### src/rtl/mipsPkg.sv
`default_nettype none

package mipsPkg;

    localparam logic [31:0] resetPc = 32'h0000_0000;
    localparam int mulLatency = 4;
    localparam int mulCountWidth = $clog2(mulLatency + 1);

    // primary opcodes.
    localparam logic [5:0] opSpecial = 6'h00;
    localparam logic [5:0] opSpecial2 = 6'h1c;
    localparam logic [5:0] opBeq = 6'h04;
    localparam logic [5:0] opBne = 6'h05;
    localparam logic [5:0] opAddiu = 6'h09;
    localparam logic [5:0] opOri = 6'h0d;
    localparam logic [5:0] opLui = 6'h0f;

    // function field values.
    localparam logic [5:0] fnAddu = 6'h21;
    localparam logic [5:0] fnSubu = 6'h23;
    localparam logic [5:0] fnAnd = 6'h24;
    localparam logic [5:0] fnOr = 6'h25;
    localparam logic [5:0] fnXor = 6'h26;
    localparam logic [5:0] fnSlt = 6'h2a;
    localparam logic [5:0] fnMul = 6'h02; // special2 group.

    typedef struct packed {
        logic valid;
        logic [31:0] pc;
        logic [31:0] instr;
    } fetchSlot_t;

    typedef fetchSlot_t [1:0] fetchPair_t; // slot 0 is older.

    typedef enum logic [3:0] {
        aluAdd, aluSub, aluAnd, aluOr, aluXor, aluSlt, aluLui, aluMul, aluBeq, aluBne, aluNop
    } aluOp_e;

    typedef struct packed {
        logic valid;
        aluOp_e op;
        logic writes;
        logic [4:0] dest;
        logic [4:0] rs;
        logic [4:0] rt;
        logic [31:0] valA;
        logic [31:0] valB;
        logic [31:0] imm;
        logic useImm;
        logic [31:0] pc;
    } execSlot_t;

    typedef execSlot_t [1:0] execPair_t;

    typedef struct packed {
        logic valid;
        logic [4:0] dest;
        logic [31:0] value;
    } commitSlot_t;

    typedef commitSlot_t [1:0] commitPair_t;

endpackage

`default_nettype wire

### src/rtl/fetchStage.sv
`default_nettype none

module fetchStage
    import mipsPkg::*;
(
    input logic clk,
    input logic reset,
    input logic stall,
    input logic redirect,
    input logic [31:0] redirectPc,
    input logic imemReady,
    input logic [1:0][31:0] imemData,
    output logic [31:0] imemAddr,
    output fetchPair_t fetchOut
);

    logic [31:0] pc;

    assign imemAddr = pc;

    always_ff @(posedge clk)
    begin
        if (reset)
            pc <= resetPc;
        else if (redirect)
            pc <= redirectPc; // taken branch wins over stall.
        else if (imemReady && !stall)
            pc <= pc + 32'd8;
    end

    // both slots share the ready level; no ready means a bubble pair.
    always_comb
    begin
        fetchOut[0].valid = imemReady;
        fetchOut[0].pc = pc;
        fetchOut[0].instr = imemData[0];
        fetchOut[1].valid = imemReady;
        fetchOut[1].pc = pc + 32'd4;
        fetchOut[1].instr = imemData[1];
    end

endmodule

`default_nettype wire

### config.mk
export PLATFORM = sky130hd
export DESIGN_NAME = fetchStage
export DESIGN_NICKNAME = d
export VERILOG_FILES = /design/src/rtl/mipsPkg.sv /design/src/rtl/fetchStage.sv
export SDC_FILE = /design/constraint.sdc
export NUM_CORES = 1
export LEC_CHECK = 0
export ABC_AREA = 1
export BUFFER_PORTS_ARGS = -buffer_cell sky130_fd_sc_hd__buf_2
export CORE_AREA = 2 2 101 103
export DETAILED_ROUTE_END_ITERATION = 8
export DIE_AREA = 0 0 103 105
export PLACE_DENSITY = 0.8
export SLEW_MARGIN = 20
export SYNTH_ARGS = -nofsm -noshare
export SYNTH_HDL_FRONTEND = slang
export SYNTH_SLANG_ARGS = --single-unit
### constraint.sdc
create_clock -name clk -period 2.3 [get_ports clk]
set_clock_uncertainty 0.1 [all_clocks]
set_input_delay 0.46 -clock clk [delete_from_list [all_inputs] [get_ports clk]]
set_output_delay 0.46 -clock clk [all_outputs]
set_load 0.1 [all_outputs]
# Word-level counts from Yosys, hierarchy flattened
# Cells that the tools add are included.
[totals] reg_bits=32 inputBits=101 output_inout_bits=162 wordCells=8
[classes] add_sub_neg=2 muxes=2 reduce_logical=3
[op_table] operator="$mux 32" count=2
[op_table] operator="$add 32x3->32 const B" count=1
[op_table] operator="$add 32x4->32 const B" count=1
[op_table] operator="$reduce_bool 2->1" count=1
[op_table] operator="$logic_and 1x1->1" count=1
[op_table] operator="$logic_not 1->1" count=1

# Logic depth before layout (Yosys ltp)
# Gate-level depths: netlist of the first run.
[logic_depth] ltp_word=4 mapped_depth=10 ltp_nobuf=10

# Least setup slack after synthesis of the first run
# Ideal clock, no wire load.
[synth_timing] path_kind="register to output" start="register pc[2] (netlist: imemAddr[2])" end="output fetchOut[118] (netlist name)" arrival_time_ps=4122 required_ps=1740 setup_slack_ps=-2382 stages_incl_launch_ff=3 path_buffers=0 path_cell_list="dfxtp_1 inv_1 o21ai_0"
[synth_rtl] element="start, declared" line="fetchStage.sv:17" rtl="logic [31:0] pc;"
[synth_rtl] element="start signal, assigned" line="fetchStage.sv:24" rtl="pc <= resetPc;"
[synth_rtl] element="start signal, assigned" line="fetchStage.sv:26" rtl="pc <= redirectPc;"
[synth_rtl] element="start signal, assigned" line="fetchStage.sv:28" rtl="pc <= pc + 32'd8;"
[synth_rtl] element="end, declared" line="fetchStage.sv:14" rtl="output fetchPair_t fetchOut"

==> results.txt, run 1 <==
----------------------------------------------------
[Pwr]
  Pwr Total ... between 2 and 3 mW
  Net switching fraction of the power ... 52.99%
  Switching power ... around 1.4 mW
  Ratio of total power to cell area ... roughly 500 nW/um^2
  Largest vdd supply drop ... about 0.24 mV
  Combinational share of power ... a little over half
  Clock network fraction of design power ... around 22%
  Internal Power ... about 1.2 mW
  Leakage ... roughly 2.4 nW
  Proportion of power drawn by flip-flops and latches ... 24.2%

[Global routing]
  Via count of the first global-routing pass ... ~3700
  Global-route track usage on met3 ... 5.151%
  Total global routing overflow ... 0
  Most heavily used metal layer in global routing ... met2
  Total Routing Usage GR ... between 20% and 30%
  Met1 demand-to-capacity share in global routing ... 26.66%
  Global-route track usage on met2 ... 40.07%
  First-pass GRT wire length ... between 15000 and 20000 um
  Pin count of the biggest net entering global routing ... 26
  Initial antenna violation count ... 1

[Yosys]
  Cell types occupying the most area after synthesis ... sky130_fd_sc_hd__buf_4 22%, sky130_fd_sc_hd__dfxtp_1 19%, sky130_fd_sc_hd__nand2_1 14%, sky130_fd_sc_hd__inv_1 6.3%, sky130_fd_sc_hd__nand3_1 6.2%
  Share of the synthesized area in compound gates (AO/OA/AOI/OAI) ... 11.18%
  Synth Register Bits ... 32
  Xor and xnor area share after synthesis ... 5.063%
  Share of synthesized registers carrying an async set or reset ... 0%
  Mapped Cells ... 551
  Portion of netlist area occupied by mux cells ... 0%
  Mean instance size in the synthesized netlist ... around 6.3 sq um
  Netlist cell types ... 31
  Portion of the post-synthesis area used by sequential elements ... between 10% and 20%
  Share of the synthesized area in the top cell type ... between 20% and 30%
  Post-Synthesis Cell Area ... about 3500 sq um
  Predominant post-synthesis flop cell ... sky130_fd_sc_hd__dfxtp_1
  Cell type with the largest total area after synthesis ... sky130_fd_sc_hd__buf_4
  Number of enable flip-flop cells after synthesis ... 0
  Simple-gate share of the synthesized area ... roughly a third
  Combinational family with the most area after synthesis ... simple AND/OR/NAND/NOR gates
  Count of warnings emitted by yosys ... 0
  Adder-cell share of the synthesized area ... less than 1%
  Net count of the mapped netlist ... between 600 and 700

[Routing]
  Routed vias ... slightly below 4000
  DRT Pass-1 Iters ... 6
  Average routed wire per standard cell ... 16.49 um
  Residual DRC count ... 0
  Total wire length ... between 10000 and 15000 um
  Post-route antenna net violation count ... 0
  DRC marker count from the first detailed-route iteration ... roughly 210
  Vias per cell ... roughly 5.0

[CTS]
  Number of clock buffers inserted by TritonCTS ... 5
  Later-pin clock latency in the skew report ... around 300 ps
  Number of H-tree levels ... 2
  Cell at the root of the clock tree ... sky130_fd_sc_hd__clkbuf_8
  Clock sinks ... 32
  Clock-pin slew on the worst setup and hold paths ... 90 ps
  Clock tree from TritonCTS ... done
  Maximum buffer depth of the clock tree ... 2

[Timing]
  Hold slack final ... approximately 290 ps
  Final Critical Period ... around 2400 ps
  Hold violation total from the final report ... 0
  Top achievable clock speed ... 410.7 MHz
  Worst-Margin Slew ... between 500 and 600 ps
  Period Utilization, post-route ... 105.9%
  PnR worst setup slack ... -134.8 ps
  Relative slew slack ... around 66%
  Number of max-slew violations in the final report ... 0
  Final setup vio count ... 19
  Setup repair after global routing missed its margin ... yes

[Min path]
  Hold Path Depth ... 3
  Hold Path Class ... in -> reg
  Worst hold path startpoint ... redirectPc[1]
  Endpoint, Worst Hold ... imemAddr[1]

[Setup path]
  Startpoint of the worst register-to-register path ... imemAddr[3]
  Startpoint types ... flip-flop
  Nature of the critical path endpoint ... primary output
  Critical R2R Capture ... imemAddr[31]
  Worst reg2reg setup slack ... around 90 ps
  Signal arrival time at the worst endpoint ... 1870 ps
  Length in cells of the worst reg-to-reg path ... 17
  Type of the worst setup path ... reg -> out
  CP max FO ... 4
  Data required, critical path ... 1740 ps

[Die]
  Starting Density ... roughly 36%
  Horiz. Die Dim ... 103 um
  Placeable Area ... just under 10000 sq um
  Die Outline Area ... approximately 11000 sq um
  # IOs ... around 260
  Number of placement rows ... 36
  DIE HEIGHT ... 105 um

[Run status]
  Violated checks ... setup timing
  Outcome ... complete, but fails checks

[Finish]
  Cell area after layout ... 5333 sq um
  Filler Cells Inserted ... approximately 850
  Fraction of final layout cells sized beyond drive strength 1 ... 54.83%
  Flip-flop count of the largest register after layout ... 32
  Area Overhead vs Synth ... 54.14%
  Final layout net count ... 744
  Utilization after layout ... 55.32%
  Final Instance Count excl. Fillers ... between 700 and 800

[Place]
  IO Port Bufs ... around 130
  Cell total after placement ... slightly above 700
  Routability-driven placement congestion ratio ... 0.9675
  DP Wirelength ... around 9000 um
  Area after DPL ... between 4000 and 5000 sq um

[Flow run]
  Number of max-cap violations ... 0

----------------------------------------------------
-- cells by family after synthesis --
| family | after synthesis |
|---|---|
| buffers and inverters | 175 |
| xor gates and xnor gates | 20 |
| adders and majority gates | 2 |
| DFF | 32 |
| AOI/OAI and AO/OA | 72 |
| and+or+nand+nor | 250 |
-- critical path, stage by stage (launching register included) --
cell                      delay [ps]
sky130_fd_sc_hd__dfxtp_4         390
sky130_fd_sc_hd__ha_4            150
sky130_fd_sc_hd__nand3_4          90
sky130_fd_sc_hd__nor2_8          150
sky130_fd_sc_hd__buf_6           120
sky130_fd_sc_hd__nand4_1         240
sky130_fd_sc_hd__xor2_4          270
sky130_fd_sc_hd__buf_12          190
-- layout by cell type, fill, tap and decap left out, drive strengths merged, types with 2 or more instances in the layout --
master / synthesis / final
nor2: 59 / 59
ha: 2 / 2
dfxtp: 32 / 32
o21ai: 42 / 42
clkinv: 1 / 2
nor3: 3 / 3
inv: 60 / 60
a21oi: 22 / 22
nand3: 48 / 48
nand4: 3 / 3
a31oi: 7 / 7
nand2: 135 / 135
clkbuf: 10 / 5
buf: 104 / 197
xor2: 19 / 19
-- power by group through the flow --
stage	Clock, mW	Combinational (mW)	Sequential, mW
global route	0.613	1.47	0.646
floorplan	0	1.35	0.892
finish	0.584	1.42	0.641
CTS	0.572	1.39	0.641
global placement	0	1.32	0.660
detailed placement	0	1.32	0.662
-- metrics by stage --
step	worst slack (ps)	setup TNS, ps
after floorplan	-445.3	-4139
after detailed placement	10.22	0
after global routing	-201.4	-2746
after CTS	-112.3	-1014
final	-134.8	-1093
after global placement	42.21	0
-- layer usage --
metal	part of all wire, %	vias up	routed length, um
met4	3.5	0	449
met1	36	1809	4653
met5	0	-	0
met3	7.5	56	965
met2	53	190	6727
li1	-	1808	-
-- repair_timing --
action	in CTS	in global routing
resized for setup	46	31
setup buffers	34	11
hold endpoints to repair	0	0
hold buffers	0	0
pin swaps	23	18
setup endpoints to repair	22	25
-- synth_stat cells, types with 2 or more instances --
cell	number
sky130_fd_sc_hd__nor3_1	2
sky130_fd_sc_hd__buf_4	102
sky130_fd_sc_hd__a21oi_2	4
sky130_fd_sc_hd__inv_2	2
sky130_fd_sc_hd__o21ai_1	5
sky130_fd_sc_hd__buf_2	2
sky130_fd_sc_hd__nand2_4	2
sky130_fd_sc_hd__nand3_1	43
sky130_fd_sc_hd__nor2_2	9
sky130_fd_sc_hd__a31oi_1	7
sky130_fd_sc_hd__nor2_1	43
sky130_fd_sc_hd__ha_1	2
sky130_fd_sc_hd__nand2_1	125
sky130_fd_sc_hd__xor2_1	19
sky130_fd_sc_hd__nand3_2	4
sky130_fd_sc_hd__o21ai_0	37
sky130_fd_sc_hd__nand2_2	8
sky130_fd_sc_hd__nor2_4	4
sky130_fd_sc_hd__nand4_1	3
sky130_fd_sc_hd__nor2_8	3
sky130_fd_sc_hd__a21oi_1	18
sky130_fd_sc_hd__inv_1	58
sky130_fd_sc_hd__dfxtp_1	32
sky130_fd_sc_hd__clkbuf_1	10
-- layout make-up --
cell class                      count  area, sq um  share of cell area (%)
Tap cell                          133        166.4                   3.121
Timing Repair Buffer              197         1603                   30.06
Clock buffer                        5        68.82                   1.290
Sequential cell                    32        744.5                   13.96
Clock inverter                      3        42.54                  0.7977
Antenna cell                        1        2.502                 0.04693
Inverter                           61        231.5                   4.341
Multi-Input combinational cell    344         2474                   46.39
-- worst max-delay path by stage --
stage | startpoint | end | slack, ps | depth (start not counted)
finish | imemAddr[3] | fetchOut[127] | -130 | 7
global placement | imemAddr[3] | fetchOut[118] | 40 | 9
floorplan | imemAddr[2] | fetchOut[101] | -450 | 2
CTS | imemAddr[3] | fetchOut[117] | -110 | 8
global route | imemAddr[3] | fetchOut[127] | -200 | 7
detailed placement | imemAddr[3] | fetchOut[118] | 10 | 9
No activity file was read; power rests on OpenSTA's default activity.
==> run 2: changes to the inputs <==
--- a/config.mk
+++ b/config.mk
@@ -7,9 +7,11 @@
 export LEC_CHECK = 0
 export ABC_AREA = 1
 export BUFFER_PORTS_ARGS = -buffer_cell sky130_fd_sc_hd__buf_2
+export CAP_MARGIN = 40
 export CORE_AREA = 2 2 101 103
 export DETAILED_ROUTE_END_ITERATION = 8
 export DIE_AREA = 0 0 103 105
+export GPL_TIMING_DRIVEN = 0
 export PLACE_DENSITY = 0.8
 export SLEW_MARGIN = 20
 export SYNTH_ARGS = -nofsm -noshare
==> constraint.sdc (replaced) <==
create_clock -name clk -period 2.5 [get_ports clk]
set_clock_uncertainty 0.1 [all_clocks]
set_input_delay 0.5 -clock clk [delete_from_list [all_inputs] [get_ports clk]]
set_output_delay 0.5 -clock clk [all_outputs]
set_load 0.1 [all_outputs]
==> run 2 against run 1 <==
The flow still finishes with violations (setup timing); worst hold slack better by 56 ps; wire length about the same; critical path depth up 1; power up 5.8%; sequential power down 6.7%; setup slack better by 130 ps; first-iteration DRC count up 42%.
==> results.txt, run 2 (synthesized netlist as in run 1, its figures left out) <==
----------------------------------------------------
[Setup path]
  Worst reg2reg setup slack ... 790 ps (+700 ps)
  Startpoint of the worst register-to-register path ... imemAddr[3]
  Startpoint types ... flip-flop
  Signal arrival time at the worst endpoint ... 1910 ps (+40 ps)
  CP bufs+invs ... 2 (unchanged)
  Data required, critical path ... 1900 ps (+160 ps)
  Largest incremental delay on the critical path ... 400 ps (about the same)
  Gate family responsible for the most delay along the worst path ... simple AND/OR/NAND/NOR gates
  Slowest CP cell ... sky130_fd_sc_hd__dfxtp_4
  Type of the worst setup path ... reg -> out
  CP max FO ... 6 (+2)
  Length in cells of the worst reg-to-reg path ... 10 (-7)
  Cell-by-cell trace of the critical path ... ha_4 > nand3_4 > nor2_8 > nand3_4 > nor2_4 > buf_12 > xor2_4 > buf_12
  Critical R2R Capture ... imemAddr[30]
  Nature of the critical path endpoint ... primary output

[Timing]
  Relative slew slack ... 58.69% (-7.2 points)
  Final setup vio count ... 1 (-18)
  Number of max-slew violations in the final report ... 0 (unchanged)
  Final Critical Period ... 2510 ps
  Period Utilization, post-route ... 100.4%
  Hold violation total from the final report ... 0 (unchanged)
  PnR worst setup slack ... -9.787 ps (+125.0 ps)
  Setup repair after global routing missed its margin ... yes
  Top achievable clock speed ... roughly 400 MHz
  Setup TNS ... -9.787 ps (+1083 ps)
  Worst-Margin Slew ... 619.7 ps (+104.2 ps)
  Hold slack final ... 343.3 ps (+56.40 ps)

[Die]
  Horiz. Die Dim ... 103 um (unchanged)
  DIE HEIGHT ... 105 um (unchanged)
  Placeable Area ... 9639 sq um (unchanged)
  Die Outline Area ... 10820 sq um (unchanged)
  # IOs ... 263 (unchanged)
  Starting Density ... 35.89% (unchanged)
  Number of placement rows ... 36 (unchanged)

[Global routing]
  Total Routing Usage GR ... 21.90% (-1.1 points)
  Pin count of the biggest net entering global routing ... 13 (-50%)
  First-pass GRT wire length ... 18870 um (-2.8%)
  Via count of the first global-routing pass ... 3849 (+3.4%)
  Initial antenna violation count ... 0 (-1)
  Total global routing overflow ... 0 (unchanged)

[CTS]
  Clock-pin slew on the worst setup and hold paths ... 90 ps (about the same)
  Later-pin clock latency in the skew report ... 300 ps (about the same)
  Number of H-tree levels ... 2 (unchanged)
  Hold bufs inserted after CTS ... 0 (unchanged)
  Number of clock buffers inserted by TritonCTS ... 5 (unchanged)
  Clock tree from TritonCTS ... done
  Clock sinks ... 32 (unchanged)
  Cell at the root of the clock tree ... sky130_fd_sc_hd__clkbuf_8
  Maximum buffer depth of the clock tree ... 2 (unchanged)

[Finish]
  Fraction of final layout cells sized beyond drive strength 1 ... 59.18% (+4.4 points)
  Utilization after layout ... 60.07% (+4.8 points)
  Most common cell after layout, fill and taps aside ... sky130_fd_sc_hd__buf_2
  Flip-flop count of the largest register after layout ... 32 (unchanged)
  Final layout net count ... 886 (+19%)
  Number of inserted diodes ... 0 (-1)
  Final Instance Count excl. Fillers ... 917 (+18%)
  Filler Cells Inserted ... 900 (+5.5%)
  Most frequent cells in the layout ... 175 x sky130_fd_sc_hd__buf_2, 131 x sky130_fd_sc_hd__buf_4, 114 x sky130_fd_sc_hd__nand2_1
  Area Overhead vs Synth ... 67.38%

[Routing]
  Routed vias ... 4268 (+10%)
  DRT Pass-1 Iters ... 5 (-1)
  Average routed wire per standard cell ... 13.95 um (-15%)
  Vias per cell ... 4.654 (-6.5%)
  Total wire length ... 12790 um (about the same)
  Post-route antenna net violation count ... 0 (unchanged)
  Residual DRC count ... 0 (unchanged)
  DRC marker count from the first detailed-route iteration ... 293 (+42%)

[Min path]
  Hold Path Depth ... 3 (unchanged)
  Endpoint, Worst Hold ... imemAddr[1]
  Hold Path Class ... in -> reg
  Worst hold path startpoint ... redirectPc[1]

[Pwr]
  Leakage ... 2.863 nW (+19%)
  Clock network fraction of design power ... 15.6% (-6.5 points)
  Combinational share of power ... 63.1% (+9.4 points)
  Ratio of total power to cell area ... 483.6 nW/um^2 (-2.5%)
  Switching power ... 1.693 mW (+21%)
  Internal Power ... 1.107 mW (-11%)
  Proportion of power drawn by flip-flops and latches ... 21.4% (-2.8 points)
  Net switching fraction of the power ... 60.46% (+7.5 points)
  Largest vdd supply drop ... 0.3324 mV (+40%)

[Place]
  Routability-driven placement congestion ratio ... 0.9207 (-4.8%)
  IO Port Bufs ... 196 (+46%)
  DP Wirelength ... 9747 um (+8.2%)
  Cell total after placement ... 880 (+22%)

[Run status]
  Violated checks ... setup timing
  Outcome ... complete, but fails checks

[Flow run]
  Number of max-cap violations ... 0 (unchanged)

----------------------------------------------------
-- run 2: power by group through the flow --
stage	logic, mW	clock network [mW]	registers (mW)
4_1_cts	1.73	0.434	0.598
3_3_place_gp	1.65	0	0.613
3_5_place_dp	1.66	0	0.614
5_1_grt	1.82	0.453	0.605
2_1_floorplan	1.23	0	0.821
6_report	1.77	0.436	0.598
-- run 2: per-layer routing --
metal / vias to the layer above / wire (um) / GRT usage, %
met5: - / 0 / 0
met4: 0 / 248 / 6.015
met3: 19 / 1039 / 3.144
met2: 230 / 6810 / 40.63
met1: 1922 / 4694 / 25.50
li1: 2097 / - / -
-- run 2: final cells by class --
type                            instances  area, sq um  share of cell area (%)
Buffer                                113        808.3                   13.96
Clock buffer                            5        68.82                   1.188
Clock inverter                          3        23.77                  0.4105
Inverter                               61        229.0                   3.954
Multi-Input combinational cell        344         2270                   39.20
Sequential cell                        32        743.2                   12.83
Tap cell                              133        166.4                   2.874
Timing Repair Buffer                  226         1481                   25.58
-- run 2: worst max-delay path by stage --
stage | startpoint | endpoint | slack (ps) | depth (start not counted)
final | imemAddr[3] | fetchOut[117] | -10 | 8
after CTS | imemAddr[2] | fetchOut[117] | -50 | 8
after global placement | imemAddr[2] | fetchOut[119] | -170 | 8
after floorplan | imemAddr[2] | fetchOut[119] | -280 | 7
after global routing | imemAddr[17] | fetchOut[127] | -90 | 7
after detailed placement | imemAddr[2] | fetchOut[119] | -190 | 8
-- run 2: stage by stage --
step           area (sq um)  total power, mW  worst slack [ps]
6_report               5791            2.800            -9.787
2_1_floorplan          3935            2.050            -278.5
3_5_place_dp           5082            2.273            -190.5
4_1_cts                5520            2.761            -50.26
3_3_place_gp           5082            2.265            -170.4
5_1_grt                5791            2.880            -87.93
-- run 2: worst register-to-register path, delay by kind of cell (launching register included) --
kind	cells	cell delay [ps]
AND/OR/NAND/NOR	6	690
AO/OA/AOI/OAI	1	130
buffers and inverters	3	310
flip-flops	1	400
-- run 2: repair_timing --
| item | CTS | global route |
|---|---|---|
| setup buffers | 15 | 15 |
| pin swaps | 11 | 16 |
| resized for setup | 59 | 46 |
| endpoints found under the setup margin | 24 | 23 |
